File: src/icache_pkg.sv
`default_nettype none

package icache_pkg;

    ////////////////////
    // geometry

    localparam int num_ways    = 4;
    localparam int num_sets    = 128;
    localparam int index_bits  = 7;
    localparam int tag_bits    = 20;
    localparam int word_bits   = 32;
    localparam int line_words  = 8;
    localparam int half_words  = 4;
    localparam int line_bits   = line_words * word_bits;
    localparam int half_bits   = half_words * word_bits;
    // one bus beat per word
    localparam int burst_beats = line_words;

    typedef logic [index_bits-1:0] set_index_t;
    typedef logic [tag_bits-1:0]   tag_t;
    typedef logic [num_ways-1:0]   way_onehot_t;
    typedef logic [line_bits-1:0]  line_t;
    typedef logic [half_bits-1:0]  half_line_t;
    typedef logic [2:0]            plru_bits_t;

    ////////////////////
    // request and bus records

    // tag, index and half form the address above the 16-byte offset
    typedef struct packed {
        tag_t       tag;
        set_index_t index;
        logic       half;
    } fetch_req_t;

    typedef struct packed {
        tag_t tag;
        logic valid;
    } tagv_entry_t;

    typedef struct packed {
        logic [31:0] addr;
        logic        valid;
    } rd_addr_t;

    typedef struct packed {
        logic [31:0] data;
        logic        last;
        logic        valid;
    } rd_beat_t;

    typedef enum logic [2:0] {
        st_reset   = 3'd0,
        st_idle    = 3'd1,
        st_run     = 3'd2,
        st_miss    = 3'd3,
        st_refill  = 3'd4,
        st_finish  = 3'd5,
        st_recover = 3'd6
    } cache_state_t;

endpackage

`default_nettype wire

File: src/icache_refill.sv
`timescale 1ns/1ps
`default_nettype none

module icache_refill (
    input  wire                           clk,
    input  wire                           rst,
    input  wire icache_pkg::cache_state_t state,
    input  wire icache_pkg::fetch_req_t   miss_req,
    output icache_pkg::rd_addr_t          ar,
    input  wire                           arready,
    input  wire icache_pkg::rd_beat_t     r,
    output logic                          rready,
    output logic                          fill_done,
    output icache_pkg::line_t             fill_line,
    output icache_pkg::fetch_req_t        fill_req
);
    import icache_pkg::*;

    typedef logic [$clog2(burst_beats)-1:0] beat_idx_t;

    logic                 ar_pending;
    beat_idx_t            beat_q;
    logic [word_bits-1:0] fill_buf [line_words];
    logic                 beat_take;

    assign rready    = (state == st_refill);
    assign beat_take = r.valid && rready;
    assign fill_done = beat_take && r.last;

    // the half-line start lets the wrapping burst open with the fetched word
    assign ar = '{addr: {fill_req, 4'b0000}, valid: ar_pending};

    ////////////////////
    // address phase

    always_ff @(posedge clk) begin
        if (!rst) begin
            ar_pending <= 1'b0;
        end else if (state == st_miss) begin
            if (!ar_pending) begin
                ar_pending <= 1'b1;
            end else if (arready) begin
                ar_pending <= 1'b0;
            end
        end
    end

    always_ff @(posedge clk) begin
        if (state == st_miss && !ar_pending) begin
            fill_req <= miss_req;
        end
    end

    ////////////////////
    // data phase

    // counter wraps modulo the burst length
    always_ff @(posedge clk) begin
        if (!rst) begin
            beat_q <= '0;
        end else if (state == st_miss && !ar_pending) begin
            beat_q <= miss_req.half ? beat_idx_t'(half_words) : '0;
        end else if (beat_take) begin
            beat_q <= beat_q + 1'b1;
        end
    end

    always_ff @(posedge clk) begin
        if (beat_take) begin
            fill_buf[beat_q] <= r.data;
        end
    end

    always_comb begin
        for (int i = 0; i < line_words; i++) begin
            fill_line[i*word_bits +: word_bits] = fill_buf[i];
        end
    end

    // the last beat fills the slot just before the first one
    a_last_wraps: assert property (
        @(posedge clk) disable iff (!rst)
        fill_done |-> beat_idx_t'(beat_q + 1'b1) == (fill_req.half ? beat_idx_t'(half_words) : '0)
    );

    a_ar_stable: assert property (
        @(posedge clk) disable iff (!rst)
        ar.valid && !arready |=> ar.valid && $stable(ar.addr)
    );

endmodule

`default_nettype wire

File: config.mk
export PLATFORM = sky130hd
export DESIGN_NAME = icache_refill
export DESIGN_NICKNAME = d
export VERILOG_FILES = /design/src/icache_pkg.sv /design/src/icache_refill.sv
export SDC_FILE = /design/constraint.sdc
export NUM_CORES = 1
export LEC_CHECK = 0
export BUFFER_PORTS_ARGS = -buffer_cell sky130_fd_sc_hd__clkbuf_2
export CAP_MARGIN = 20
export CORE_MARGIN = 2
export CORE_UTILIZATION = 42
export DETAILED_ROUTE_END_ITERATION = 8
export PLACE_DENSITY = 0.86
export SETUP_SLACK_MARGIN = 0.4
export SLEW_MARGIN = 30
export SYNTH_ARGS = -nofsm -noshare
export SYNTH_HDL_FRONTEND = slang
export SYNTH_SLANG_ARGS = --single-unit
File: constraint.sdc
create_clock -name clk -period 3.75 [get_ports clk]
set_clock_uncertainty 0.15 [all_clocks]
set_input_delay 0.75 -clock clk [delete_from_list [all_inputs] [get_ports clk]]
set_output_delay 0.75 -clock clk [all_outputs]
set_load 0.005 [all_outputs]
# Word-level counts from Yosys, hierarchy flattened
# Memory sizes are Yosys's and may differ from the RTL's.
# Cells that the tools add are included.
# Widths: inputs -> output; s select.
# word_totals
ff_bits	32
output_inout_bits	319
mem_count	1
word_cells	21
mem_bits_rw	256
# classes
reduce_logical	5
n_eq_ne	2
n_addsub	1
mux	7
# mem_list
name	depth	width	rd	rd_ports_with_merged_regs	wr	line_no	source
fill_buf	8	32	8	0	1	icache_refill.sv:23	logic [word_bits-1:0] fill_buf [line_words];
# op_table
operator	count
$mux 3	3
$mux 1	4
$add 3x1->3 const B	1
$eq 3x2->1 const B	1
$eq 3x3->1 const B	1
$logic_and 1x1->1	3
$reduce_bool 2->1	1
$logic_not 1->1	1

# Longest topological paths before layout
# depth
ltp_word	4
mapped_depth	4
depth_no_buf	4

# Least setup slack after synthesis
# Ideal clock, no wire load.
# synth_timing
path_type	input port to flip-flop
startpoint	in state[0]
endpoint	mem fill_buf[0][0], enable pin
path_buffers	0
path_stages	3
path_slack_ps	-250
t_required_ps	3139
t_arrival_ps	3389
setup_ps	461
path_cell_list	and4bb_2 nand2b_1 nor3_1
# synth_via
elab_chain_len	4
# synth_lines
element	line_no	source
start: declaration	icache_refill.sv:7	input wire icache_pkg::cache_state_t state,
$eq 3x3->1	icache_refill.sv:26	assign rready = (state == st_refill);
$logic_and 1x1->1	icache_refill.sv:27	assign beat_take = r.valid && rready;
$mux 1	icache_refill.sv:69	if (beat_take) begin
$mux 1 (not written as such)	icache_refill.sv:70	fill_buf[beat_q] <= r.data;
end: declaration	icache_refill.sv:23	
# No other way between the ends.

# Final worst setup path
# layout_timing
startpoint	in state[0]
endpoint	out fill_done
# layout_via
elab_chain_len	3
# layout_lines
element	line_no	source
$eq 3x3->1	icache_refill.sv:26	
$logic_and 1x1->1	icache_refill.sv:27	
$logic_and 1x1->1	icache_refill.sv:28	assign fill_done = beat_take && r.last;
end: declaration	icache_refill.sv:13	output logic fill_done,
# No other way between the ends.

==> impl_metrics.yaml <==
route:
  ant_nets: 0
  vias: 4904
  routed_wl_mm: 21.8
  viasPerCell: 4.70
  dr.pass1.iters: 4
  drtIter0Drc: 223
  drc_errors: 0
  wl_per_cell_um: 20.9
synthesis:
  ys.warnings.count: 0
  avgSynthCellArea_um2: 25.5
  netlist_area_um2: 9080
  synth_top_area_cell: "edfxtp_1"
  synth.distinct_cells: 22
  ys_top_cells_by_area: "edfxtp_1 (94%), buf_4 (2.7%), dfxtp_1 (0.88%)"
  ys_seq_elements: 288
  synth_top_area_share: 0.940
  ys_seq_area_frac: 0.948
  synthCells: 356
grt:
  grt_start_max_net_pins: 33
  overflow: 0
  grt_antenna_before_repair: 1
  grt_pass1_wl_mm: 29.3
  grt_pass1_vias: 4845
  grt_usage: 0.178
clocking:
  cts.sinks: 288
  clkSlewWorstSetupHoldPaths_ns: 0.06
  cts_htree_levels: 1
  cts_root_buffer: "clkbuf_16"
  cts_buffer_depth: 3
  cts_tree: "done"
  clkLatencyLatePin_ns: 0.52
  cts_made_buffers: 27
  cts_hold_buffers: 0
  post_cts_buffers: 0
  cts_resized: 0
timing:
  grt_setup_unrepaired: "false"
  setup_viol: 0
  hold_viol: 0
  fin_crit_ns: 2.37
  slew_headroom: 0.581
  timing.final.crit_share: 0.633
  fin_tns_setup_ns: 0
  maxSlewViolCount: 0
  fmax_mhz: 421
  worst_pin_slew_ns: 0.628
setup_path:
  critPathCaptureType: "primary output"
  crit_top_cell: "clkbuf_2"
  crit_path_cell_trace: "clkbuf_2 -> and4bb_2 -> and2_1 -> clkbuf_2"
  slowest_stage: "and4bb_2"
  path_class: "input port to primary output"
  cp_top_family: "simple AND/OR/NAND/NOR gates"
  arrival_ns: 1.47
  crit_start: "state[0]"
  worstPathRequired_ns: 2.85
  worst_r2r_startpoint: "beat_q[2]"
  crit_path_start_kind: "input port"
  worst_path_largest_cell_delay_ns: 0.35
  worst-path-buf-inv: 2
  cp_max_fo: 5
place:
  hpwl_mm: 15.0
  routabilityCongestion: 0.846
  placed_area_um2: 11300
  dp_cells: 993
  io_buffer_count: 382
layout:
  final_cell_mix: "clkbuf_2 (382), edfxtp_1 (284), clkbuf_16 (27)"
  fill_cells: 1599
  area_growth_syn_to_layout_pct: 33.3
  nets: 816
  drive_gt1_frac: 0.579
  seqCellArea_um2: 8610
  fin_area_um2: 12100
  layoutNonFillerInstCount: 1044
  layout.cells.most_common: "clkbuf_2"
  multi_input_area_um2: 292
power:
  design_power_total_mw: 6.25
  internal_power_mw: 5.04
  pwr-share-seq: 0.571
  vdd_ir_drop_max_mv: 0.391
  p_leak_nw: 4.73
  power.density_nw_per_um2: 517
  switchingPower_mw: 1.20
  p_clk_frac: 0.410
  p_sw_frac: 0.193
  p_comb_frac: 0.020
floorplanning:
  start_util: 0.430
  die_h_um: 151
  core_um2: 21100
  rows: 53
  design.die.area_um2: 22800
  die_w_um: 151
  io_pins: 387
min_path:
  min_from: "miss_req[15]"
  min_path_type: "input port to flip-flop"
run:
  maxCapViolations: 0
outcome:
  outcome: "complete, no violations"
==> layout make-up <==
| type | count | share of cell area |
|---|---|---|
| clock inverter | 14 | 0.00921 |
| clock buffer | 36 | 0.0603 |
| sequential | 288 | 0.712 |
| tap | 275 | 0.0285 |
| multi-input combinational | 36 | 0.0241 |
| timing repair buffer | 392 | 0.165 |
| antenna | 1 | 0.000207 |
| inverter | 2 | 0.000621 |
==> flip-flops by register name, summed over array words and instances (netlist names) <==
signal,flops
beat_q,3
ar_pending,1
fill_buf,256
ar,28
==> Yosys cell counts <==
cell type / count
edfxtp_1: 284
buf_4: 33
nand2_1: 6
nor2_1: 6
dfxtp_1: 4
nand2b_1: 3
a21oi_1: 2
inv_1: 2
nor3_1: 2
o21ai_0: 2
a31oi_1: 1
and2_1: 1
and3b_2: 1
and4bb_2: 1
conb_1: 1
ha_1: 1
nand3_1: 1
nand4bb_1: 1
nand4bb_4: 1
nor3b_1: 1
o211a_1: 1
or3_1: 1
==> power by group through the flow <==
stage / registers, mW / clock network (mW) / logic (mW)
4_1_cts: 3.57 / 2.61 / 0.125
5_1_grt: 3.57 / 2.74 / 0.134
6_report: 3.57 / 2.56 / 0.124
2_1_floorplan: 3.64 / 0 / 0.0306
3_5_place_dp: 3.63 / 0 / 0.124
3_3_place_gp: 3.63 / 0 / 0.118
==> path summary, 6_finish.rpt <==
check / depth (start not counted) / slack, ns / end
setup / recovery: 4 / 1.38 / fill_done
hold / removal: 1 / 0.25 / ar[20]
setup reg to reg: 3 / 1.71 / fill_buf[5][4]
hold reg to reg: 2 / 0.34 / beat_q[0]
==> metal layers <==
| layer | wire length, µm | track usage |
|---|---|---|
| met5 | 0 | 0 |
| met4 | 521 | 0.0636 |
| met2 | 11600 | 0.315 |
| met3 | 1570 | 0.0407 |
| met1 | 8120 | 0.213 |
==> cell families (layout without fill, tap and decap cells) <==
logic type                 after synthesis  after routing  share of synthesized area
DFF                                    288            288                      0.948
buffers and inverters                   35            444                     0.0281
other                                    1              5                   0.000413
and+or+nand+nor                         25             25                     0.0176
adders and majority gates                1              1                    0.00138
AOI/OAI and AO/OA                        6              6                    0.00400
==> stage by stage <==
stage	worst slack (ns)	hold WS, ns	utilization
2_1_floorplan	0.621	0.309	-
3_3_place_gp	0.965	0.324	0.534
3_5_place_dp	0.897	0.332	0.534
4_1_cts	1.39	0.235	0.573
5_1_grt	1.36	0.233	0.573
6_report	1.38	0.250	0.574
==> worst register-to-register path, cell delays in order, from the launching register on <==
cell and delay (ns):
dfxtp_1 0.51, nand2b_1 0.21, nor2_4 0.38, buf_4 0.43
(Power assumes the default switching activity.)
