## src/icache_pkg.sv

```systemverilog
`default_nettype none

package icache_pkg;

    ////////////////////
    // geometry

    localparam int num_ways    = 4;
    localparam int num_sets    = 128;
    localparam int index_bits  = 7;
    localparam int tag_bits    = 20;
    localparam int word_bits   = 32;
    localparam int line_words  = 8;
    localparam int half_words  = 4;
    localparam int line_bits   = line_words * word_bits;
    localparam int half_bits   = half_words * word_bits;
    // one bus beat per word
    localparam int burst_beats = line_words;

    typedef logic [index_bits-1:0] set_index_t;
    typedef logic [tag_bits-1:0]   tag_t;
    typedef logic [num_ways-1:0]   way_onehot_t;
    typedef logic [line_bits-1:0]  line_t;
    typedef logic [half_bits-1:0]  half_line_t;
    typedef logic [2:0]            plru_bits_t;

    ////////////////////
    // request and bus records

    // tag, index and half form the address above the 16-byte offset
    typedef struct packed {
        tag_t       tag;
        set_index_t index;
        logic       half;
    } fetch_req_t;

    typedef struct packed {
        tag_t tag;
        logic valid;
    } tagv_entry_t;

    typedef struct packed {
        logic [31:0] addr;
        logic        valid;
    } rd_addr_t;

    typedef struct packed {
        logic [31:0] data;
        logic        last;
        logic        valid;
    } rd_beat_t;

    typedef enum logic [2:0] {
        st_reset   = 3'd0,
        st_idle    = 3'd1,
        st_run     = 3'd2,
        st_miss    = 3'd3,
        st_refill  = 3'd4,
        st_finish  = 3'd5,
        st_recover = 3'd6
    } cache_state_t;

endpackage

`default_nettype wire

```

## src/icache_lookup.sv

```systemverilog
`timescale 1ns/1ps
`default_nettype none

module icache_lookup (
    input  wire                            clk,
    input  wire                            rst,
    input  wire                            req,
    input  wire icache_pkg::fetch_req_t    fetch,
    output logic                           index_ok,
    output logic                           data_ok,
    output icache_pkg::half_line_t         rdata,
    input  wire icache_pkg::cache_state_t  state,
    input  wire icache_pkg::tagv_entry_t   tagv [icache_pkg::num_ways],
    input  wire icache_pkg::line_t         lines [icache_pkg::num_ways],
    output icache_pkg::fetch_req_t         st1,
    output logic                           st1_valid,
    output icache_pkg::fetch_req_t         st2,
    output logic                           miss
);
    import icache_pkg::*;

    typedef logic [$clog2(num_ways)-1:0] way_idx_t;

    logic        st2_valid;
    tagv_entry_t tagv_q [num_ways];
    line_t       lines_q [num_ways];
    logic        state_ok;
    logic        advance;
    way_onehot_t hit_way;
    logic        hit;
    way_idx_t    hit_idx;
    line_t       hit_line;

    // stage two is free or its result leaves this cycle
    assign advance  = !st2_valid || data_ok;
    assign state_ok = state inside {st_run, st_recover, st_idle};
    assign index_ok = state_ok && advance;

    ////////////////////
    // stage one

    always_ff @(posedge clk) begin
        if (!rst) begin
            st1_valid <= 1'b0;
        end else if (advance) begin
            st1_valid <= req && index_ok;
        end
    end

    always_ff @(posedge clk) begin
        if (req && index_ok) begin
            st1 <= fetch;
        end
    end

    ////////////////////
    // stage two

    always_ff @(posedge clk) begin
        if (!rst) begin
            st2_valid <= 1'b0;
        end else if (advance) begin
            st2_valid <= st1_valid;
        end
    end

    // idle rereads the arrays after a fill without moving the request
    always_ff @(posedge clk) begin
        if (advance) begin
            st2 <= st1;
        end
        if (advance || state == st_idle) begin
            for (int w = 0; w < num_ways; w++) begin
                tagv_q[w]  <= tagv[w];
                lines_q[w] <= lines[w];
            end
        end
    end

    ////////////////////
    // tag compare

    always_comb begin
        for (int w = 0; w < num_ways; w++) begin
            hit_way[w] = tagv_q[w].valid && (tagv_q[w].tag == st2.tag);
        end
    end

    assign hit = |hit_way;

    // at most one way matches
    always_comb begin
        hit_idx = '0;
        for (int w = 0; w < num_ways; w++) begin
            if (hit_way[w]) begin
                hit_idx = way_idx_t'(w);
            end
        end
    end

    assign hit_line = lines_q[hit_idx];
    assign rdata    = st2.half ? hit_line[line_bits-1:half_bits] : hit_line[half_bits-1:0];

    assign data_ok = (state == st_run) && st2_valid && hit;
    assign miss    = (state == st_run) && st2_valid && !hit;

    // a result comes from exactly one matching way
    a_hit_onehot: assert property (
        @(posedge clk) disable iff (!rst)
        data_ok |-> $onehot(hit_way)
    );

endmodule

`default_nettype wire

```

## config.mk

```make
export PLATFORM = sky130hd
export DESIGN_NAME = icache_lookup
export DESIGN_NICKNAME = d
export VERILOG_FILES = /design/src/icache_pkg.sv /design/src/icache_lookup.sv
export SDC_FILE = /design/constraint.sdc
export NUM_CORES = 1
export LEC_CHECK = 0
export BUFFER_PORTS_ARGS = -buffer_cell sky130_fd_sc_hd__buf_4
export CAP_MARGIN = 20
export CORE_AREA = 2 2 511 513
export CTS_BUF_LIST = sky130_fd_sc_hd__clkbuf_8
export CTS_CLUSTER_SIZE = 10
export DETAILED_ROUTE_END_ITERATION = 10
export DIE_AREA = 0 0 513 515
export HOLD_SLACK_MARGIN = 0.08
export PLACE_DENSITY = 0.35
export SLEW_MARGIN = 10
export SYNTH_ARGS = -nofsm -noshare
export SYNTH_HDL_FRONTEND = slang
export SYNTH_SLANG_ARGS = --single-unit
```

## constraint.sdc

```tcl
create_clock -name clk -period 29.6 [get_ports clk]
set_clock_uncertainty 0.15 [all_clocks]
set_input_delay 1.48 -clock clk [delete_from_list [all_inputs] [get_ports clk]]
set_output_delay 1.48 -clock clk [all_outputs]
set_load 0.01 [all_outputs]
```

# == After elaboration in Yosys (flattened, before gate mapping) ==
# Memories as Yosys holds them, arrays and structs flattened.
# Index checks and enable logic that the tools add are counted.
# word_totals
reg_bits,58
memories,2
inputBits,1142
output_inout_bits,188
word_cells,38
ramBits,1108
# mem_list
memory,depth,word_bits,read_ports,rd_ports_with_merged_regs,wr,line_no,source
lines_q,4,256,1,0,4,icache_lookup.sv:26,line_t lines_q [num_ways];
tagv_q,4,21,4,0,4,icache_lookup.sv:25,tagv_entry_t tagv_q [num_ways];
# classes
n_eq_ne,7
n_mux,6
reduce_logical,15
# ops
op,n
128-bit 2-to-1 mux,1
20-bit == test,4
1-bit logical AND,9
2-bit 2-to-1 mux,2
4-bit OR reduction,1
"3-bit by 1-bit == test with 1-bit output, second input constant",1
"3-bit by 2-bit == test with 1-bit output, second input constant",1
"3-bit == test, second input constant",1
1-bit 2-to-1 mux,3
3-bit nonzero test,1
1-bit logical NOT,2
1-bit logical OR,2

# == Longest topological paths before layout ==
# Gate-level depths: netlist of run 1.
# An unclocked memory read counts as a cell.
# depth
depth_word,9
ltp_mapped,10

# == Worst setup path after synthesis of run 1 ==
# Ideal clock, no wire load.
# synth_timing
kind,input port to flip-flop
startpoint,input port state[0]
endpoint,memory lines_q[0][0] (netlist bit) (enable)
setup_ps,7539
path_slack_ps,2081
cell_stages,4
t_arrival_ps,19830
cell_sequence,nand2b_1 -> nor2_1 -> a21boi_1 -> nand2_1
# synth_rtl
item,line_no,source
start: declaration,icache_lookup.sv:12,"input wire icache_pkg::cache_state_t state,"
end: declaration,icache_lookup.sv:26,

==> results.txt, run 1 <==
The run finished with clean final reports. The remaining global-route overflow came out at 0. On the critical path the largest part of the delay comes from buffers and inverters. The met2 usage came out at 30.9%. The number of cells after detailed placement is 7791. From left edge to right edge, the die measures 513 um.

The detailed router's first-iteration violation count came out at slightly above 3k. After detailed routing, the number of remaining DRC violations is 0. The peak-usage layer in the global routing report is met2. The proportion of synthesized flip-flops having asynchronous set or reset came out at 0%.

The worst path in the final design needs a cycle of 10.68 ns, including I/O delays and setup. The critical path goes through xnor2_1, nand4_1, or4_4, o22a_4, o211ai_1, a21boi_1, nand2_4, buf_4, buf_4, buf_4, buf_4, buf_4, buf_4, buf_4. The number of fill cells came out at 27.6k.

Setup repair after global routing left no endpoint under its margin. The data arrival time of the worst path is 11.00 ns. The count of buffer and inverter cells on the critical path is 7. The final layout contains routed wiring with a total length of 258000 um.

In the final routed layout, each cell accounts on average for 31.4 um. The power density over the cells came out at ~60 mW/mm^2. Measured in cells, the most critical reg-to-reg path has a length of 14. The number of endpoints with negative hold slack in the final report is 0. The clock-pin slew of the registers on the worst-case setup and hold paths is 0.06 ns. For the pin with the worst max-slew slack, the measured transition is 1.09 ns. In this design, the stage delay of the slowest critical-path cell is 0.93 ns.

The floorplan die height came out at between 500 and 600 um. The total area inside the core boundary comes to 0.259 mm^2. The number of CTS-inserted buffers is 230. The endpoint identified for the worst register-to-register timing path is lines_q[3][97]$_DFFE_PP_.

The maximum number of buffers from clock root to sink came out at 4. Across every metal layer, demand over resource in global routing totals between 10% and 20%. The netlist area before placement is 0.0462 mm^2. The area added between synthesis and finish came out at 38.9%. The boundary pin count is 1330. For this run, the number of Yosys warnings is 0. In the synthesized netlist the dominant register cell turns out to be sky130_fd_sc_hd__edfxtp_1.

The pin count of the biggest net entering global routing came out at 136. The setup-violating endpoint count in the final report came out at 0. The post-CTS setup repair buffer count is 0. In this run the worst hold path is classified as flop to flop. The number of placement rows came out at 187. The first global-routing pass estimated 336000 um of wire. For this configuration, the core starts out at a cell density of 17.9%. The cell sitting at the root of the clock tree is a sky130_fd_sc_hd__clkbuf_8. The number of enable flip-flop cells after synthesis came out at approximately 1.2k. The number of cells upsized or downsized after cts came out at 0.

The via-per-instance ratio came out at 4.27. The later-pin clock latency in the skew report is 1.00 ns. The synthesized netlist cell count is about 3.2k. The fraction of layout instances using a drive strength above 1 came out at 35.0%. The critical path in this run is classified as flop to flop.

The worst-path maximum fanout came out at 73. The worst setup path is captured at a flop. Along the worst hold path, the cell count comes to 0. The sum of negative setup slack is 0 ns. TritonCTS built the clock tree.

The slowest stage of the critical path is the sky130_fd_sc_hd__buf_4 cell. The per-instance average area after synthesis came out at between 10 and 15 um^2. For this design, the CTS-stage hold fixing added 0 buffers. Summing over every cut layer, the via total after detailed routing is ~35k. The half-perimeter wire length of the detailed placement result came out at 188000 um. In the finished design, the share of the clock period the worst path needs comes to 36.1%. The worst setup path is launched from a flop.

The die covers 0.264 mm^2. The routability-driven placement congestion ratio is roughly 0.86. The number of maximum-capacitance constraint violations is 0.

In this run, synthesis produced a sequential element count of 1166. The initial antenna violation count came to 120. The clock sink count is 1166. The worst slew margin relative to its limit is 27.5%. The max-slew violation count is 0. The launch point of the worst path is st2[10]$_DFFE_PP_. The detailed-routing iteration count for the pre-antenna-repair pass is 5. The quantity of I/O buffers inserted on ports came out at 1329. The met1 routing resource usage after global routing came out at 22.9%. The CTS H-tree depth is 4. Yosys mapped the design onto 38 distinct sky130hd cell types.

The final cell count without fillers came out at 8233. The global-route track usage on met3 is between 6 and 7%. The post-synthesis sequential area ratio came out at 75.8%.

The leakage power came out at roughly 0.025 uW. Once detail routing completed, the nets flagged for antenna violations numbered 0. The post-synthesis net count came out at 4364. The net count reported at finish came out at 5763. The startpoint identified for the worst register-to-register timing path is st2[10]$_DFFE_PP_.

The maximum vdd drop came out at around 0.038 mV. The setup slack on the worst flop-to-flop path came out at 18.92 ns. The end of the worst hold path is st2[7]$_DFFE_PP_.

The critical path required time came out at 29.92 ns. The via count of the first global-routing pass is 36.0k. The most numerous cell type found on the critical path is sky130_fd_sc_hd__buf_4. In this run the most critical hold path is launched from st1[7]$_DFFE_PP_.

The highest attainable clock frequency came out at around 94 MHz.
metal layers:
| metal | up-vias | part of all wire (%) |
|---|---|---|
| met3 | 425 | 8.7 |
| met4 | 88 | 2.7 |
| met2 | 1594 | 47 |
| met1 | 17874 | 41 |
| met5 | - | 0.23 |
| li1 | 15181 | - |
how the worst max path moves through the flow:
| stage | end | slack, ns | cells past startpoint |
|---|---|---|---|
| finish | lines_q[3][97]$_DFFE_PP_ | 18.92 | 14 |
| floorplan | lines_q[0][0]$_DFFE_PP_ | 2.08 | 4 |
| global route | lines_q[3][97]$_DFFE_PP_ | 18.31 | 14 |
| CTS | lines_q[0][101]$_DFFE_PP_ | 18.77 | 14 |
| detailed placement | lines_q[0][236]$_DFFE_PP_ | 18.90 | 14 |
| global placement | lines_q[3][109]$_DFFE_PP_ | 19.03 | 14 |
metrics by stage:
stage	total power [uW]	utilization [%]	worst slack (ns)	hold WS, ns	cell area, um^2
after floorplan	2210	-	2.08	0.345	46200
after global placement	2400	23.2	19.03	0.286	60100
after detailed placement	2400	23.2	18.90	0.297	60100
after CTS	3920	24.8	18.77	0.314	64000
after global routing	4010	24.8	18.31	0.323	64100
final	3860	24.8	18.92	0.309	64100
state kept, by name (all words and copies together), names as in the netlist:
name / flops
st1: 28
st2: 28
lines_q: 1024
st1_valid: 1
tagv_q: 84
st2_valid: 1
cell usage in the layout (no fill, tap or decap), types with 3 or more instances in the layout:
| master | instances |
|---|---|
| sky130_fd_sc_hd__a221o_1 | 128 |
| sky130_fd_sc_hd__a32o_1 | 128 |
| sky130_fd_sc_hd__buf_12 | 5 |
| sky130_fd_sc_hd__buf_4 | 1390 |
| sky130_fd_sc_hd__clkbuf_8 | 232 |
| sky130_fd_sc_hd__clkinv_1 | 67 |
| sky130_fd_sc_hd__clkinv_2 | 19 |
| sky130_fd_sc_hd__clkinvlp_4 | 6 |
| sky130_fd_sc_hd__diode_2 | 42 |
| sky130_fd_sc_hd__edfxtp_1 | 1164 |
| sky130_fd_sc_hd__inv_1 | 199 |
| sky130_fd_sc_hd__nand2_1 | 520 |
| sky130_fd_sc_hd__nand2_4 | 3 |
| sky130_fd_sc_hd__nand2b_1 | 3 |
| sky130_fd_sc_hd__nand3_1 | 265 |
| sky130_fd_sc_hd__nand4_1 | 14 |
| sky130_fd_sc_hd__nor2_1 | 132 |
| sky130_fd_sc_hd__nor3_1 | 258 |
| sky130_fd_sc_hd__nor4_1 | 12 |
| sky130_fd_sc_hd__nor4b_1 | 3 |
| sky130_fd_sc_hd__o211ai_1 | 129 |
| sky130_fd_sc_hd__xnor2_1 | 37 |
| sky130_fd_sc_hd__xor2_1 | 42 |
where the power goes:
group	switching, uW	total, uW	internal, uW
logic	185	359	174
registers	48.5	2000	1950
clock network	758	1500	739
Yosys cell counts (14+ instances only):
cell | number | area, um^2
sky130_fd_sc_hd__edfxtp_1 | 1164 | 35000
sky130_fd_sc_hd__nand2_1 | 523 | 1960
sky130_fd_sc_hd__nand3_1 | 266 | 1330
sky130_fd_sc_hd__nor3_1 | 260 | 1300
sky130_fd_sc_hd__clkbuf_1 | 156 | 586
sky130_fd_sc_hd__nor2_1 | 134 | 503
sky130_fd_sc_hd__inv_1 | 129 | 484
sky130_fd_sc_hd__o211ai_1 | 129 | 968
sky130_fd_sc_hd__a221o_1 | 128 | 1280
sky130_fd_sc_hd__a32o_1 | 128 | 1280
sky130_fd_sc_hd__buf_2 | 43 | 215
sky130_fd_sc_hd__xor2_1 | 42 | 368
sky130_fd_sc_hd__xnor2_1 | 37 | 324
sky130_fd_sc_hd__buf_1 | 15 | 56.3
sky130_fd_sc_hd__nand4_1 | 14 | 87.6
final cells by class:
cell class                 count  area, um^2  share of cell area, %
timing repair buffer        1395       10500                   16.4
tap                         3402        4260                   6.64
sequential                  1166       35000                   54.6
antenna                       42         105                  0.164
clock inverter               168         759                   1.18
clock buffer                 232        3190                   4.98
inverter                     129         484                  0.755
multi-input combinational   1699        9780                   15.3
kinds of logic after synthesis:
logic type	share of synthesized area, %
AOI/OAI and AO/OA	7.75
xor gates and xnor gates	1.50
muxes	0.0217
buffers and inverters	3.24
DFF	75.8
and+or+nand+nor	11.7
Power figures use the tool's default switching activity.
==> inputs of run 2 (changes only) <==
- CORE_AREA: 2 2 511 513 -> 2 2 516 518
- DIE_AREA: 0 0 513 515 -> 0 0 518 520
- PLACE_DENSITY: 0.35 -> 0.34
- clock period: 29.6 -> 9.9 ns (I/O delays scaled with it)
==> results.txt, run 2 <==
The post-synthesis sequential area ratio is 75.8% (unchanged). The count of state elements after synthesis is 1166 (unchanged). The CTS H-tree depth came to 4 (unchanged). The half-perimeter wire length of the detailed placement result is 189000 um (+0.65%). The run stopped with a tool error.

The number of cells upsized or downsized after cts is 0 (unchanged). The post-CTS setup repair buffer count is 0 (unchanged). The post-synthesis net count came out at 4364 (unchanged). The proportion of synthesized flip-flops having asynchronous set or reset is 0% (unchanged). The overall die width is 518 um (+0.97%). The maximum number of buffers from clock root to sink was 4 (unchanged).

The number of CTS-inserted buffers is 238 (+3.5%). By instance count, the leading cell after synthesis is sky130_fd_sc_hd__edfxtp_1. The first error in the log reads "[ERROR RSZ-0060] Max buffer count reached". The synthesized netlist cell count is 3222 (unchanged). Ranked by instance count, the synthesized netlist is headed by 1164 x sky130_fd_sc_hd__edfxtp_1, 523 x sky130_fd_sc_hd__nand2_1, 266 x sky130_fd_sc_hd__nand3_1.

The boundary pin count came out at 1330 (unchanged). The quantity of I/O buffers inserted on ports came out at 1329 (unchanged). The clock sink count came out at 1166 (unchanged).

The number of hold buffers added after cts is 1670 (+1670). After synthesis, the cell types taking the most area are sky130_fd_sc_hd__edfxtp_1 76%, sky130_fd_sc_hd__nand2_1 4.3%, sky130_fd_sc_hd__nand3_1 2.9%. The number of placement rows was 189 (+1.1%). The count of cell types in the netlist came out at 38 (unchanged). The number of synthesis warnings came to 0 (unchanged). The starting density of the core came to 17.5% (-0.36 points).

The floorplan die height was 520 um (+0.97%). The routability-driven placement congestion ratio came out at 0.867 (+0.27%). The per-instance average area after synthesis was 14.3 um^2 (unchanged).

The netlist area before placement came to 0.0462 mm^2 (unchanged). The number of enable flip-flop cells after synthesis came to 1164 (unchanged). The proportion of netlist area held by the largest area contributor came to 75.7% (unchanged).

For this run, the leading register cell type out of synthesis is sky130_fd_sc_hd__edfxtp_1. In this run the clock root is driven by a sky130_fd_sc_hd__clkbuf_8. The leading area contributor after synthesis is sky130_fd_sc_hd__edfxtp_1.

The run ended at clock tree synthesis.
==> run 2: cell counts after synthesis <==
No cell type changed its count.
==> run 2: cell families after synthesis <==
kind of cell,synth area share [%]
AOI/OAI and AO/OA,7.75
xor gates and xnor gates,1.50
buffers and inverters,3.24
DFF,75.8
muxes,0.0217
and+or+nand+nor,11.7
==> run 2: stage by stage <==
step | std cells | hold slack, ns | utilization [%] | setup slack [ns] | area [um^2]
2_1_floorplan | 3222 | 0.345 | - | 2.72 | 46200
3_5_place_dp | 7915 | 0.300 | 22.8 | 3.83 | 60300
3_3_place_gp | 7914 | 0.288 | 22.8 | 3.83 | 60200
==> inputs of run 3 (changes only) <==
- CORE_AREA: 2 2 516 518 -> 2 2 517 519
- CTS_BUF_LIST: sky130_fd_sc_hd__clkbuf_8 -> not set
- CTS_CLUSTER_SIZE: 10 -> not set
- DIE_AREA: 0 0 518 520 -> 0 0 519 521
- HOLD_SLACK_MARGIN: 0.08 -> not set
- PLACE_DENSITY: 0.34 -> not set
- PLACE_DENSITY_LB_ADDON: not set -> 0.15
==> results.txt, run 3 (synthesis results as in run 1) <==
The flow ran to the end, and the final reports show no timing, DRC or antenna violations. The worst-case setup margin in the final layout is 3.45 ns. The finished cells cover roughly 0.077 mm^2. The post-detailed-placement cell area was 0.0602 mm^2 (about the same). The worst slew margin relative to its limit came out at 19.3%. The power density over the cells came out at 171 mW/mm^2. The worst setup path is launched from a flop. The starting density of the core is 17.5% (-0.031 points). The later-pin clock latency in the skew report is 0.84 ns.

Across all layers, the routed design uses 39.1k vias. The maximum number of buffers from clock root to sink came out at 4 (unchanged). Dividing the detail-routed wire length by the instance count gives 28.1 um. The final worst-path cycle share came out at 65.1%. The via count of the first global-routing pass came to between 40k and 50k.

The tree is rooted in a sky130_fd_sc_hd__clkbuf_16. The quantity of I/O buffers inserted on ports came out at 1329 (unchanged). Ranked by flip-flop count, first place goes to lines_q. The number of endpoints with negative hold slack in the final report is 0.

The pin count of the biggest net entering global routing came out at 178. In this design, the stage delay of the slowest critical-path cell is 0.94 ns. Setup repair after global routing left no endpoint under its margin. The cell family contributing the most delay on the critical path is simple AND/OR/NAND/NOR gates. The data arrival time of the worst path came out at 5.80 ns. The total wire length is between 200000 and 300000 um. The all-layer global routing usage is 18.7%. Adding up every negative setup slack in the final design gives 0 ns.

The setup-violating endpoint count in the final report is 0. The total power after layout is 13100 uW. The overall die width is 519 um (+0.19%). In the routed design, unresolved DRC markers number 0. The post-placement worst setup slack came out at 4.17 ns (+0.339 ns). The number of maximum-capacitance constraint violations is 0. The worst hold slack after final layout is about 0.22 ns. The worst-path maximum fanout came out at 120. The number of placement rows came out at 189 (unchanged). The worst hold path belongs to the class input port to flop. The max-slew violation count came to 0.

The area of the core came out at 0.264 mm^2. The maximum vdd drop is about 0.13 mV. The half-perimeter wire length of the detailed placement result is 188000 um (-0.99%).

The critical path contains buffers and inverters numbering 3 combined. The initial antenna violation count is about 120. The number of CTS-inserted buffers is 162 (-32%).

At the end of the flow, the number of nets in the layout was 6826. The library cells used most frequently in the layout, excluding fill and tap cells, are 1378 x sky130_fd_sc_hd__buf_4, 1164 x sky130_fd_sc_hd__edfxtp_1, 1139 x sky130_fd_sc_hd__dlygate4sd3_1. For this design, the slowest cell found on the critical path is sky130_fd_sc_hd__and2_4. The detail route stage leaves a number of antenna-violating nets equal to 0.

The routability-driven placement congestion ratio is 0.897 (+3.5%). Derived from the worst setup path, the maximum achievable clock frequency is approximately 160 MHz. The worst setup path is captured at an output pin. The largest registers in the layout are lines_q (1024), tagv_q (84).

The number of cells upsized or downsized after cts came out at 0 (unchanged). The detailed router's first-iteration violation count is between 3k and 4k. TritonCTS built the clock tree. The leakage power is 0.0299 uW. The clock sink count is 1166 (unchanged). The first global-routing pass estimated 352000 um of wire. The via-per-instance ratio is 4.17. The clock-pin slew of the registers on the worst-case setup and hold paths is ~0.060 ns. The number of flip-flops under the largest register name is 1024. The boundary pin count came out at 1330 (unchanged). For the pin with the worst max-slew slack, the measured transition is 1.21 ns. The most common cell after layout, fill and taps aside is sky130_fd_sc_hd__buf_4. The die footprint is 0.270 mm^2. For this run the aggregate overflow at the end of global routing stands at 0.

The floorplan die height is 521 um (+0.19%). The first detailed-routing pass took 7 iterations. The area growth from synthesis to layout is 66.0%. The critical path required time came out at around 9 ns. The fraction of layout instances using a drive strength above 1 came out at between 20 and 30%.

The clock period minus final worst setup slack came out at 6.45 ns. The CTS H-tree depth was 4 (unchanged). The signal on the critical path passes through xnor2_1, nand3_1, nor2_1, nand3_4, buf_12, and2_4, buf_4, nand3_1, a32o_1, buf_4. The critical path class is flop to output pin. The number of fill cells is ~27k.
-- run 3: worst paths after layout --
check             cells after the start  slack (ns)               from                   endpoint
setup / recovery                     10        3.45  st2[19]$_DFFE_PP_                  rdata[77]
hold / removal                        2        0.22          fetch[24]          st1[24]$_DFFE_PP_
setup reg to reg                      9        4.11  st2[25]$_DFFE_PP_  lines_q[0][207]$_DFFE_PP_
hold reg to reg                       0        0.31   st1[6]$_DFFE_PP_           st2[6]$_DFFE_PP_
-- run 3: per-layer routing --
metal	up-vias	global-route usage [%]	share of wire, %
li1	17308	-	-
met1	19751	23.1	41
met2	1630	31.9	49
met3	417	4.90	7.0
met4	38	5.54	3.0
met5	-	0	0.093
-- run 3: cell type report --
| class | instances | area [um^2] | area share (%) |
|---|---|---|---|
| timing repair buffer | 2526 | 21900 | 28.6 |
| tap | 3533 | 4420 | 5.77 |
| clock buffer | 199 | 4210 | 5.50 |
| clock inverter | 75 | 671 | 0.875 |
| inverter | 129 | 484 | 0.632 |
| antenna | 60 | 150 | 0.196 |
| sequential | 1166 | 35000 | 45.7 |
| multi-input combinational | 1699 | 9790 | 12.8 |
-- run 3: power breakdown --
group	switching, uW	total, uW	internal (uW)	leakage (uW)
sequential	161	6000	5840	0.0122
combinational	672	1490	815	0.0153
clock	2350	5630	3270	0.00237
total	3190	13100	9920	0.0299
-- run 3: stage by stage --
step           utilization (%)  instances
2_1_floorplan                -       3222
3_3_place_gp              22.8       7914
3_5_place_dp              22.8       7914
4_1_cts                   28.9       9327
5_1_grt                   29.0       9373
6_report                  29.0       9387
-- run 3: repair_timing --
item	4_1_cts	5_1_grt
hold buffers	1139	0
hold endpoints to repair	1138	0
setup endpoints to repair	0	0
buffers inserted	0	0
