### src/icache_pkg.sv
`default_nettype none

package icache_pkg;

    ////////////////////
    // geometry

    localparam int num_ways    = 4;
    localparam int num_sets    = 128;
    localparam int index_bits  = 7;
    localparam int tag_bits    = 20;
    localparam int word_bits   = 32;
    localparam int line_words  = 8;
    localparam int half_words  = 4;
    localparam int line_bits   = line_words * word_bits;
    localparam int half_bits   = half_words * word_bits;
    // one bus beat per word
    localparam int burst_beats = line_words;

    typedef logic [index_bits-1:0] set_index_t;
    typedef logic [tag_bits-1:0]   tag_t;
    typedef logic [num_ways-1:0]   way_onehot_t;
    typedef logic [line_bits-1:0]  line_t;
    typedef logic [half_bits-1:0]  half_line_t;
    typedef logic [2:0]            plru_bits_t;

    ////////////////////
    // request and bus records

    // tag, index and half form the address above the 16-byte offset
    typedef struct packed {
        tag_t       tag;
        set_index_t index;
        logic       half;
    } fetch_req_t;

    typedef struct packed {
        tag_t tag;
        logic valid;
    } tagv_entry_t;

    typedef struct packed {
        logic [31:0] addr;
        logic        valid;
    } rd_addr_t;

    typedef struct packed {
        logic [31:0] data;
        logic        last;
        logic        valid;
    } rd_beat_t;

    typedef enum logic [2:0] {
        st_reset   = 3'd0,
        st_idle    = 3'd1,
        st_run     = 3'd2,
        st_miss    = 3'd3,
        st_refill  = 3'd4,
        st_finish  = 3'd5,
        st_recover = 3'd6
    } cache_state_t;

endpackage

`default_nettype wire

### src/icache_ctrl.sv
`timescale 1ns/1ps
`default_nettype none

module icache_ctrl (
    input  wire                         clk,
    input  wire                         rst,
    input  wire                         miss,
    input  wire                         arready,
    input  wire                         fill_done,
    input  wire icache_pkg::fetch_req_t st1,
    input  wire                         st1_valid,
    input  wire icache_pkg::fetch_req_t st2,
    input  wire icache_pkg::fetch_req_t fetch,
    input  wire icache_pkg::fetch_req_t fill_req,
    input  wire icache_pkg::way_onehot_t victim,
    output icache_pkg::cache_state_t    state,
    output icache_pkg::set_index_t      arr_index,
    output icache_pkg::way_onehot_t     tag_wen,
    output icache_pkg::way_onehot_t     data_wen,
    output icache_pkg::tagv_entry_t     tagv_wdata
);
    import icache_pkg::*;

    set_index_t   sweep_q;
    cache_state_t state_nx;

    ////////////////////
    // state machine

    always_comb begin
        state_nx = state;
        case (state)
            st_reset:   state_nx = (sweep_q == set_index_t'(num_sets - 1)) ? st_idle : st_reset;
            st_idle:    state_nx = st_run;
            st_run:     state_nx = miss ? st_miss : st_run;
            st_miss:    state_nx = arready ? st_refill : st_miss;
            st_refill:  state_nx = fill_done ? st_finish : st_refill;
            st_finish:  state_nx = st_recover;
            // recover reads the set back, idle lands it in stage two
            st_recover: state_nx = st_idle;
            default:    state_nx = st_idle;
        endcase
    end

    always_ff @(posedge clk) begin
        if (!rst) begin
            state <= st_reset;
        end else begin
            state <= state_nx;
        end
    end

    // one set invalidated per cycle
    always_ff @(posedge clk) begin
        if (!rst) begin
            sweep_q <= '0;
        end else if (state == st_reset) begin
            sweep_q <= sweep_q + 1'b1;
        end
    end

    ////////////////////
    // array steering

    always_comb begin
        case (state)
            st_reset:  arr_index = sweep_q;
            st_finish: arr_index = fill_req.index;
            st_run:    arr_index = fetch.index;
            // after reset stage one may be empty and a new request arrives
            st_idle:   arr_index = st1_valid ? st1.index : fetch.index;
            default:   arr_index = st2.index;
        endcase
    end

    always_comb begin
        tag_wen  = '0;
        data_wen = '0;
        if (state == st_reset) begin
            tag_wen = '1;
        end else if (state == st_finish) begin
            tag_wen  = victim;
            data_wen = victim;
        end
    end

    assign tagv_wdata = (state == st_reset) ? '{tag: '0, valid: 1'b0}
                                            : '{tag: fill_req.tag, valid: 1'b1};

endmodule

`default_nettype wire

### config.mk
export PLATFORM = sky130hd
export DESIGN_NAME = icache_ctrl
export DESIGN_NICKNAME = d
export VERILOG_FILES = /design/src/icache_pkg.sv /design/src/icache_ctrl.sv
export SDC_FILE = /design/constraint.sdc
export NUM_CORES = 1
export LEC_CHECK = 0
export ABC_AREA = 0
export BUFFER_PORTS_ARGS = -buffer_cell sky130_fd_sc_hd__clkbuf_2
export CAP_MARGIN = 20
export CORE_MARGIN = 2
export CORE_UTILIZATION = 30
export DETAILED_ROUTE_END_ITERATION = 10
export PLACE_DENSITY_LB_ADDON = 0.15
export RECOVER_POWER = 25
export SLEW_MARGIN = 0
export SYNTH_ARGS = -nofsm -noshare
export SYNTH_HDL_FRONTEND = slang
export SYNTH_SLANG_ARGS = --single-unit
### constraint.sdc
create_clock -name clk -period 1.5 [get_ports clk]
set_input_delay 0.15 -clock clk [delete_from_list [all_inputs] [get_ports clk]]
set_output_delay 0.15 -clock clk [all_outputs]
set_load 0.01 [all_outputs]
# Yosys cells after proc, flatten, opt, wreduce, memory -nomap -nowiden
# Index checks and enable logic that the tools add are counted.
# word_totals
reg_bits,10
latchBits,0
ram_bits,0
romBits,0
out_inout_bits,39
memories,0
# classes
add_sub_neg,1
n_mul,0
n_div,0
order_cmp,0
eq_ne,6
n_shift,0
n_mux,11
n_bitwise,0
n_reduce_logical,1
# ops
cell,count
7-bit one-hot mux with 4 select lines,1
21-bit 2-to-1 mux,1
3-bit one-hot mux with 6 select lines,1
4-bit 2-to-1 mux,3
7-bit by 1-bit adder with 7-bit output (second input constant),1
7-bit == test (second input constant),1
7-bit 2-to-1 mux,1
3-bit by 2-bit == test with 1-bit output (second input constant),2
3-bit == test (second input constant),2
3-bit by 1-bit == test with 1-bit output (second input constant),1
3-bit zero test,1
1-bit 2-to-1 mux,3
3-bit 2-to-1 mux,1

# Logic depth before layout (Yosys ltp)
# Gate-level depths: netlist of the first run.
# depth
ltp_word,3
mapped_depth,6
depth_no_buf,5

# Least setup slack after synthesis of the first run
# Ideal clock, no wire load.
# synth_timing
path_kind,reg-to-output
from,register state[1]
to,output port arr_index[3]
arrival_time_ps,1339
t_required_ps,1350
slack_ps,11
stages_incl_launch_ff,6
path_buffers,1
path_cell_list,dfxtp_1 > buf_6 > or3b_1 > a21oi_2 > nand2_1 > a41oi_1
# synth_via
elab_chain_cells,2
# synth_rtl
element,line,rtl
"start, declared",icache_ctrl.sv:16,"output icache_pkg::cache_state_t state,"
"start signal, assigned",icache_ctrl.sv:47,state <= st_reset;
"start signal, assigned",icache_ctrl.sv:49,state <= state_nx;
3-bit by 1-bit == test with 1-bit output (tied with other cells),icache_ctrl.sv:66,case (state)
7-bit one-hot mux with 4 select lines *,icache_ctrl.sv:66,
"end, declared",icache_ctrl.sv:17,"output icache_pkg::set_index_t arr_index,"
# Mark *: on every way between the ends. The rest lies on a longest branch, timed or not.

# Final worst setup path of the first run
# layout_timing
from,register state[0]
to,output port tag_wen[3]
# layout_via
elab_chain_cells,3
# layout_rtl
element,line,rtl
3-bit == test,icache_ctrl.sv:81,end else if (state == st_finish) begin
4-bit 2-to-1 mux,icache_ctrl.sv:81,
4-bit 2-to-1 mux *,icache_ctrl.sv:79,if (state == st_reset) begin
"end, declared",icache_ctrl.sv:18,"output icache_pkg::way_onehot_t tag_wen,"
# Marks and branches as above.

==> results.txt, run 1 <==
status - complete, but fails checks
failing checks - negative setup slack
fin worst setup slack - -0.144 ns
Setup Viol. Count Final - 30
first-pass GRT wire length - 5.69 mm
relative slew slack - 85.3%
Maximum Capacitance Violations - 0
CP Capture Type - output port
core area - 3610 sq um
Pre-antenna DRT Iters - 2
library cells used by synthesis - 38
cell area after layout - 2140 sq um
largest family of logic cells by synthesized area - simple AND/OR/NAND/NOR gates
TritonCTS Buffers - 3
post-synthesis mux area share - 7.30%
total routed wirelength - 3.85 mm
routed via count - 1500
# DRC - 0
clock slew at reported path FFs - 0.04 ns
post-synthesis adder-cell area fraction - 1.12%
Die Wd - 65.0 um
Inserted Diodes - 0
initial antenna violation count - 0
compound-gate portion of the synthesized area - 22.3%
deepest level of the CTS H-tree - 1
R2R depth - 6
die span in y - 65.0 um
Clock Path Buffers - 2
critical path startpoint category - flip-flop
reg-to-reg critical path startpoint - state[1]
RSZ-0062 raised after global routing - yes
Worst R2R End - sweep_q[4]
Reg area - 211 sq um
hold path depth - 4
maximum VDD drop - 0.426 mV
Leak - 1.03 nW
Starting DRT DRC Count - 44
DP Area - 1730 sq um
Rows - 22
CP Data Arrival Time - 1.49 ns
fin util - 59.4%
Final Max Tran Viols - 0
Post-Syn Area per Cell - 7.10 sq um
CP Max Fanout - 6
hold_sp - arready
Cells after Synth - 157
Worst-Margin Slew - 0.220 ns
r2r setup slk - 0.03 ns
starting density of the core - 30.9%
multi-input gate area in the final layout - 968 sq um
setup_tns - -1.61 ns
Synth Area in Simple Gates - 39.8%
Critical Path RT - 1.35 ns
vias in the first global route - 1365
die footprint - 4220 sq um
NumNets Final - 391
drt wl/cell - 12.3 um
root buffer cell - clkbuf_8
final hold vios - 0
Global Route Usage Sum - 16.7%
clk_lat worst skew - 0.23 ns
Synth Warn # - 0
kind of critical path - flip-flop to output port
DPL Wire Length - 2.82 mm
Final Critical Period - 1.64 ns
GR Overflow Total - 0
Syn Nets - 280
CTS tree - built
pwr/cell area - 325 nW/um^2
Max Clk Rate - 608 MHz
pre-CTS setup slack - -0.0477 ns
layout cells sized above 1 - 64.7%
synthesized flop and latch total - 10
gpl congestion - 0.779
clk sink count - 10
number of fill cells - 355
P&R area growth vs syn - 92.3%
sequential-to-total area share from yosys stat - 18.0%
largest net degree at the start of global routing - 15
Worst Hold Endpoint - state[1]
Post-DRT Antenna Nets - 0
area share of xor/xnor cells in the synthesized design - 3.93%
HP Class - input port to flip-flop
Syn Std Cell Area - 1110 sq um
PortBufs - 96
vias per cell - 4.78
Layout Skew - 0.00381 ns
IO Pins - 161
post-route clock period utilization - 110%
## metrics by stage
| step | total power, mW | cells | hold slack (ns) |
|---|---|---|---|
| global placement | 0.429 | 307 | 0.490 |
| global route | 0.730 | 314 | 0.281 |
| CTS | 0.700 | 315 | 0.236 |
| detailed placement | 0.430 | 307 | 0.487 |
| floorplan | 0.336 | 157 | 0.272 |
| finish | 0.696 | 314 | 0.248 |
## repair_timing
action                     in CTS  in global routing
resized for setup              47                 69
hold buffers                    0                  0
setup endpoints to repair      35                 34
setup buffers                   3                  0
pin swaps                      28                  9
cloned                          2                  0
## registers in the layout, indices dropped and copies added, names as in the netlist
signal	flops
sweep_q	7
state	3
## cell usage in the layout, fill, tap and decap left out, drive strengths merged, types with 2 or more instances in the layout
cell     instances
nand3            4
buf             49
or2              6
dfxtp           10
nand2b           2
inv              5
and3b            2
a21boi           3
nand2           15
a211oi           2
a22oi            2
xnor2            4
nand3b           3
a21oi           11
mux2i            7
and2            30
a41oi            2
nor2             8
and3             2
o22ai            2
clkbuf          73
nor3             2
o22a             2
a32o             2
o2111ai          2
o21ai            9
## cells by family after synthesis
| logic type | Yosys count |
|---|---|
| flops | 10 |
| buf+inv | 18 |
| fa+ha+maj | 1 |
| xor+xnor | 5 |
| mux | 8 |
| compound gates | 38 |
| simple gates | 77 |
## final cells by class
class,count,share of cell area [%]
Timing Repair Buffer,119,39.0
Clock buffer,3,1.93
Multi-Input combinational cell,129,45.2
Inverter,5,1.23
Tap cell,48,2.80
Sequential cell,10,9.87
## synth_stat cells (all sizes together)
library cell	count	area [sq um]
and2	30	188
nand2	15	56.3
a21oi	11	58.8
dfxtp	10	200
o21ai	9	45.0
buf	8	46.3
nor2	8	30.0
mux2i	7	70.1
or2	6	37.5
clkbuf	5	18.8
inv	5	18.8
nand3	4	20.0
xnor2	4	35.0
a21boi	3	22.5
nand3b	3	22.5
a211oi	2	15.0
a22oi	2	15.0
a32o	2	20.0
a41oi	2	17.5
and3	2	12.5
and3b	2	17.5
nand2b	2	12.5
nor3	2	26.3
o2111ai	2	17.5
o22a	2	17.5
o22ai	2	12.5
ha	1	12.5
mux2	1	11.3
nand4	1	6.26
o31ai	1	7.51
or3	1	6.26
or3b	1	8.76
xor2	1	8.76
## worst max-delay path: stages, from the launching register on
cell,delay (ns)
dfxtp_4,0.36
buf_4,0.15
and3_4,0.18
and2_1,0.17
or2_2,0.27
clkbuf_2,0.13
## where the power goes
group,internal [mW],switching (mW)
registers,0.269,0.00997
clock network,0.175,0.0949
logic,0.0902,0.0573
total,0.534,0.162
## per-layer routing
layer / track usage [%] / wire length [um] / vias to the layer above
met5: 0 / 0 / -
met4: 3.99 / 26 / 0
met3: 3.13 / 297 / 5
met2: 28.2 / 1860 / 58
met1: 21.8 / 1670 / 673
li1: - / - / 764
## worst max-delay path by stage
| stage | from | to | slack [ns] | cells after the start |
|---|---|---|---|---|
| after floorplan | state[1] | arr_index[3] | 0.01 | 5 |
| after global placement | state[0] | arr_index[3] | -0.06 | 5 |
| after detailed placement | state[0] | arr_index[3] | -0.05 | 5 |
| after CTS | state[0] | tag_wen[2] | -0.14 | 5 |
| after global routing | state[0] | arr_index[4] | -0.18 | 5 |
| final | state[0] | tag_wen[3] | -0.14 | 5 |
Power figures use the tool's default switching activity.
==> run 2, diff against run 1 <==
==> constraint.sdc (replaced) <==
create_clock -name clk -period 1.7 [get_ports clk]
set_input_delay 0.17 -clock clk [delete_from_list [all_inputs] [get_ports clk]]
set_output_delay 0.17 -clock clk [all_outputs]
set_load 0.01 [all_outputs]
==> run 2 against run 1 <==
  * The flow now finishes without violations
  * Clock skew shrank 0.0020 ns
  * Largest power group unchanged
  * Combinational power fell by 17%
  * Via count decreased by 7.1%
  * Sequential share of layout area grew 1.7 points
==> results.txt, run 2 (synthesis results as in run 1) <==
status - finished, final reports clean (was complete, but fails checks)
Largest register FFs - 7 (unchanged)
Die Wd - 65.0 um (unchanged)
worst path bufs/invs - 1 (was 2)
Critical Path RT - 1.53 ns (was 1.35 ns)
clock slew at reported path FFs - 0.04 ns (about the same)
largest registers - sweep_q (7), state (3) (unchanged)
first-pass GRT wire length - 5.25 mm (was 5.69 mm)
core area - 3610 sq um (unchanged)
Worst-Margin Slew - 0.222 ns (was 0.220 ns)
Rows - 22 (unchanged)
post-route clock period utilization - 97.3%
P&R area growth vs syn - 61.5% (was 92.3%)
Clock Path Buffers - 2 (unchanged)
die footprint - 4220 sq um (unchanged)
Largest delay share family, worst path - simple AND/OR/NAND/NOR gates (unchanged)
clk sink count - 10 (unchanged)
root buffer cell - clkbuf_8 (unchanged)
most frequent cells in the layout - clkbuf_2 (94), and2_1 (30), nand2_1 (15), buf_4 (12), a21oi_1 (10) (was clkbuf_2 (70), buf_6 (30), and2_4 (23), buf_4 (15), nand2_1 (13))
CP Capture Type - output port (unchanged)
hold path depth - 4 (unchanged)
PortBufs - 96 (unchanged)
routed via count - 1394 (was 1500)
Inserted Diodes - 0 (unchanged)
Net Sw Frac - 21.9% (was 23.3%)
Starting DRT DRC Count - 44 (unchanged)
Leak - 0.900 nW (was 1.03 nW)
slowest stage delay, CP - 0.39 ns (was 0.36 ns)
vias per cell - 4.56 (was 4.78)
# DRC - 0 (unchanged)
starting density of the core - 30.9% (unchanged)
Layout Skew - 0.00177 ns (was 0.00381 ns)
reg-to-reg critical path startpoint - state[0] (was state[1])
total power draw - 601 uW (was 696 uW)
total routed wirelength - 3.35 mm (was 3.85 mm)
Sw Pwr - 132 uW (was 162 uW)
Internal - 469 uW (was 534 uW)
cts hold-fix bufs - 0 (unchanged)
initial antenna violation count - 0 (unchanged)
gpl congestion - 0.756 (was 0.779)
vias in the first global route - 1248 (was 1365)
fin worst setup slack - 0.0467 ns (was -0.144 ns)
most common cell after layout, fill and taps aside - clkbuf_2 (unchanged)
Final Critical Period - 1.65 ns
combinational share of power - 20.4% (was 21.2%)
TritonCTS Buffers - 3 (unchanged)
hold_sp - arready (unchanged)
Crit-path slowest cell - or3b_1 (was dfxtp_4)
layout cells sized above 1 - 51.9% (was 64.7%)
DP Area - 1700 sq um (was 1730 sq um)
pre-CTS setup slack - 0.0954 ns (was -0.0477 ns)
Seq pwr share - 41.0% (was 40.0%)
deepest level of the CTS H-tree - 1 (unchanged)
largest net degree at the start of global routing - 21 (was 15)
clk_lat worst skew - 0.23 ns (about the same)
CP Data Arrival Time - 1.48 ns (was 1.49 ns)
r2r setup slk - 0.35 ns (was 0.03 ns)
Global Route Usage Sum - 15.3% (was 16.7%)
HP Class - input port to flip-flop (unchanged)
NumNets Final - 383 (was 391)
crit path from - state[1] (was state[0])
Maximum Capacitance Violations - 0 (unchanged)
CTS tree - built (unchanged)
Max Clk Rate - 605 MHz
critical path startpoint category - flip-flop (unchanged)
Top reg by flops - sweep_q (unchanged)
Post-DRT Antenna Nets - 0 (unchanged)
cell area after layout - 1800 sq um (was 2140 sq um)
relative slew slack - 84.9% (was 85.3%)
drt wl/cell - 10.9 um (was 12.3 um)
Worst Hold Endpoint - state[1] (unchanged)
Worst R2R End - sweep_q[6] (was sweep_q[4])
R2R depth - 6 (unchanged)
Final Max Tran Viols - 0 (unchanged)
maximum VDD drop - 0.227 mV (was 0.426 mV)
kind of critical path - flip-flop to output port (unchanged)
DPL Wire Length - 2.77 mm (was 2.82 mm)
GR Overflow Total - 0 (unchanged)
RSZ-0062 raised after global routing - yes (unchanged)
Setup Viol. Count Final - 0 (was 30)
Pre-antenna DRT Iters - 3 (was 2)
Clock power frac - 38.6% (was 38.8%)
pwr/cell area - 334 nW/um^2 (was 325 nW/um^2)
IO Pins - 161 (unchanged)
final hold vios - 0 (unchanged)
die span in y - 65.0 um (unchanged)
crit-path cells - or3b_1, a21oi_2, nand2_1, a41oi_2, buf_2 (was buf_4, and3_4, and2_1, or2_2, clkbuf_2)
CP Max Fanout - 5 (was 6)
==> run 2: cell types whose count changed in the layout (fill, tap and decap cells not counted), moves of 2 or more <==
cell / before / now
nand2_1: 13 / 15
and2_1: 7 / 30
clkbuf_2: 70 / 94
buf_6: 30 / 2
buf_4: 15 / 12
and2_4: 23 / 0
==> run 2: final cells by class <==
cell class | instances | area [sq um]
clock buffer | 3 | 41.3
fill | 388 | 1810
inverter | 5 | 18.8
multi-input combinational | 129 | 858
sequential | 10 | 209
tap | 48 | 60.1
timing repair buffer | 111 | 613
==> run 2: per-layer routing <==
layer / part of all wire, % / global-route usage (%) / vias to the layer above
li1: - / - / 750
met1: 47 / 21.1 / 589
met2: 46 / 25.9 / 55
met3: 7.0 / 2.08 / 0
met4: 0 / 2.39 / 0
met5: 0 / 0 / -
==> run 2: power by group through the flow <==
stage	sequential (mW)	combinational [mW]	clock, mW
floorplan	0.251	0.0453	0
global placement	0.254	0.123	0
detailed placement	0.254	0.123	0
CTS	0.248	0.124	0.239
global route	0.246	0.138	0.254
finish	0.246	0.122	0.232
==> run 2: timing repair <==
item | 4_1_cts | 5_1_grt
setup buffers | 0 | 2
endpoints found under the setup margin | 27 | 27
resized for setup | 6 | 13
cloned | 0 | 0
pin swaps | 0 | 6
==> run 2: worst max path at each step <==
stage	end	cells after the start	slack (ns)
2_1_floorplan	arr_index[3]	5	0.19
3_3_place_gp	arr_index[4]	5	0.12
3_5_place_dp	arr_index[3]	5	0.1
4_1_cts	arr_index[3]	5	-0.008
5_1_grt	arr_index[4]	5	-0.003
6_report	arr_index[4]	5	0.05
==> run 2: stage by stage <==
stage                     utilization [%]  hold WS (ns)  setup TNS, ns  std cells
final                                49.9         0.268              0        306
after global routing                 49.9         0.295       -0.00262        306
after CTS                            48.6         0.268       -0.00874        304
after detailed placement             47.2         0.490              0        301
after global placement               47.2         0.491              0        301
after floorplan                         -         0.292              0        157
==> run 2: worst min-delay path, stage by stage <==
cell and delay, ns:
clkbuf_2 0.09, a21oi_1 0.06, nor2_1 0.09, nor2_1 0.05
==> run 3, diff against run 2 <==
--- a/config.mk
+++ b/config.mk
@@ -8,8 +8,8 @@
 export ABC_AREA = 0
 export BUFFER_PORTS_ARGS = -buffer_cell sky130_fd_sc_hd__clkbuf_2
 export CAP_MARGIN = 20
-export CORE_MARGIN = 2
 export CORE_UTILIZATION = 30
+export CTS_CLUSTER_SIZE = 20
 export DETAILED_ROUTE_END_ITERATION = 10
 export PLACE_DENSITY_LB_ADDON = 0.15
 export RECOVER_POWER = 25
==> run 3 against run 2 <==
  * Clock skew decreased by 0.0012 ns
  * Register-to-register slack got worse by 0.18 ns
  * Total power increased by 11%
  * Global-route usage increased by 2.1 points
  * Non-clock buffer count increased by 3
  * Count of clock-buffer cells in the layout increased by 1
  * First-iteration DRC count increased by 16%
==> results.txt, run 3 (synthesis results as in run 1) <==
status - finished, final reports clean (unchanged)
NumNets Final - 386 (was 383)
clk sink count - 10 (unchanged)
Leak - 0.946 nW (was 0.900 nW)
die footprint - 3960 sq um (was 4220 sq um)
core area - 3440 sq um (was 3610 sq um)
Worst-Margin Slew - 0.259 ns (was 0.222 ns)
kind of critical path - flip-flop to output port (unchanged)
reg-to-reg critical path startpoint - state[0] (unchanged)
IO Pins - 161 (unchanged)
fin util - 55.1% (was 49.9%)
DPL Wire Length - 2.67 mm (was 2.77 mm)
vias per cell - 4.71 (was 4.56)
setup_tns - 0 ns (unchanged)
crit-path cells - buf_4, o21ai_1, o2111ai_1, a32o_1, clkbuf_2 (was or3b_1, a21oi_2, nand2_1, a41oi_2, buf_2)
TritonCTS Buffers - 3 (unchanged)
Final Max Tran Viols - 0 (unchanged)
Setup Viol. Count Final - 0 (unchanged)
# DRC - 0 (unchanged)
Inserted Diodes - 0 (unchanged)
total routed wirelength - 3.44 mm (was 3.35 mm)
HP Class - input port to flip-flop (unchanged)
vias in the first global route - 1332 (was 1248)
most common cell after layout, fill and taps aside - clkbuf_2 (unchanged)
PortBufs - 96 (unchanged)
P&R area growth vs syn - 70.3% (was 61.5%)
Final Critical Period - 1.64 ns (was 1.65 ns)
CP Capture Type - output port (unchanged)
pwr/cell area - 351 nW/um^2 (was 334 nW/um^2)
Starting DRT DRC Count - 51 (was 44)
crit path from - state[0] (was state[1])
Maximum Capacitance Violations - 0 (unchanged)
Top reg by flops - sweep_q (unchanged)
Pre-antenna DRT Iters - 4 (was 3)
largest net degree at the start of global routing - 18 (was 21)
largest registers - sweep_q (7), state (3) (unchanged)
hold_sp - arready (unchanged)
Rows - 21 (was 22)
final hold vios - 0 (unchanged)
drt wl/cell - 11.2 um (was 10.9 um)
slowest stage delay, CP - 0.33 ns (was 0.39 ns)
maximum VDD drop - 0.348 mV (was 0.227 mV)
Crit-path slowest cell - dfxtp_2 (was or3b_1)
DP Cell Count - 296 (was 301)
total power draw - 667 uW (was 601 uW)
routed via count - 1452 (was 1394)
clock slew at reported path FFs - 0.05 ns (was 0.04 ns)
worst hold margin - 0.251 ns (was 0.268 ns)
initial antenna violation count - 0 (unchanged)
CP Max Fanout - 15 (was 5)
layout cells sized above 1 - 55.0% (was 51.9%)
RSZ-0062 raised after global routing - yes (unchanged)
GR Overflow Total - 0 (unchanged)
CTS tree - built (unchanged)
deepest level of the CTS H-tree - 1 (unchanged)
die span in y - 63.0 um (was 65.0 um)
Layout Cells excl Fill - 308 (was 306)
post-route clock period utilization - 96.7% (was 97.3%)
Critical Path End - arr_index[0] (was arr_index[4])
Max Clk Rate - 608 MHz (was 605 MHz)
most frequent cells in the layout - clkbuf_2 (92), and2_1 (26), nand2_1 (15), buf_4 (11), a21oi_1 (10) (was clkbuf_2 (94), and2_1 (30), nand2_1 (15), buf_4 (12), a21oi_1 (10))
Clock Path Buffers - 2 (unchanged)
Largest register FFs - 7 (unchanged)
root buffer cell - clkbuf_8 (unchanged)
Post-DRT Antenna Nets - 0 (unchanged)
clk_lat worst skew - 0.23 ns (about the same)
r2r setup slk - 0.17 ns (was 0.35 ns)
R2R depth - 7 (was 6)
relative slew slack - 82.7% (was 84.9%)
CP Data Arrival Time - 1.47 ns (was 1.48 ns)
Critical Path RT - 1.53 ns (about the same)
critical path startpoint category - flip-flop (unchanged)
Layout Skew - 0.000546 ns (was 0.00177 ns)
gpl congestion - 0.734 (was 0.756)
Global Route Usage Sum - 17.5% (was 15.3%)
Die Wd - 63.0 um (was 65.0 um)
Worst R2R End - sweep_q[6] (unchanged)
starting density of the core - 32.4% (was 30.9%)
first-pass GRT wire length - 5.72 mm (was 5.25 mm)
-- run 3: cell types whose count changed in the layout (fill, tap and decap cells not counted), moves of 2 or more --
cell,previous run,this run
and2_4,0,4
and2_1,30,26
buf_2,2,4
clkbuf_2,94,92
o21ai_0,5,7
o21ai_1,3,1
buf_6,2,5
-- run 3: per-layer routing --
metal  global-route usage [%]  vias up  wire length (um)
met5                        0        -                 0
met4                     2.62        0                 8
met3                     3.28        2               312
met2                     28.9       79              1430
met1                     23.6      617              1690
li1                         -      754                 -
-- run 3: timing repair --
item	in CTS	in global routing
hold buffers	0	0
buffers inserted	3	4
pin swaps	10	5
gates resized for setup	9	19
cloned	1	0
setup endpoints to repair	30	30
hold endpoints to repair	0	0
-- run 3: where the power goes --
group          internal (mW)  leakage (nW)  switching, mW  total (mW)
logic                 0.0773         0.834         0.0462       0.124
registers              0.240        0.0830        0.00802       0.248
clock network          0.203        0.0288         0.0921       0.296
total                  0.521         0.946          0.146       0.667
-- run 3: worst max-delay path, delay by kind of cell (launching register included) --
family                 cells  cell delay [ns]
buffers and inverters      2             0.31
AOI/OAI and AO/OA          3             0.60
DFF                        1             0.33
-- run 3: cell type report --
| type | instances | area [sq um] |
|---|---|---|
| well taps | 46 | 57.6 |
| clock buffers | 4 | 55.1 |
| inverters | 5 | 18.8 |
| repair buffers | 114 | 672 |
| flip-flops and latches | 10 | 206 |
| multi-input cells | 129 | 888 |
| fillers | 344 | 1540 |
-- run 3: worst min path at each step --
| stage | endpoint | cells after the start |
|---|---|---|
| floorplan | state[2] | 1 |
| global placement | state[0] | 2 |
| detailed placement | state[0] | 2 |
| CTS | state[1] | 4 |
| global route | state[1] | 4 |
| finish | state[1] | 4 |
-- run 3: through the flow --
stage	worst slack [ns]	area, sq um
2_1_floorplan	0.191	1110
3_3_place_gp	0.0839	1680
3_5_place_dp	0.0999	1680
4_1_cts	0.00463	1810
5_1_grt	-0.0244	1900
6_report	0.0565	1900
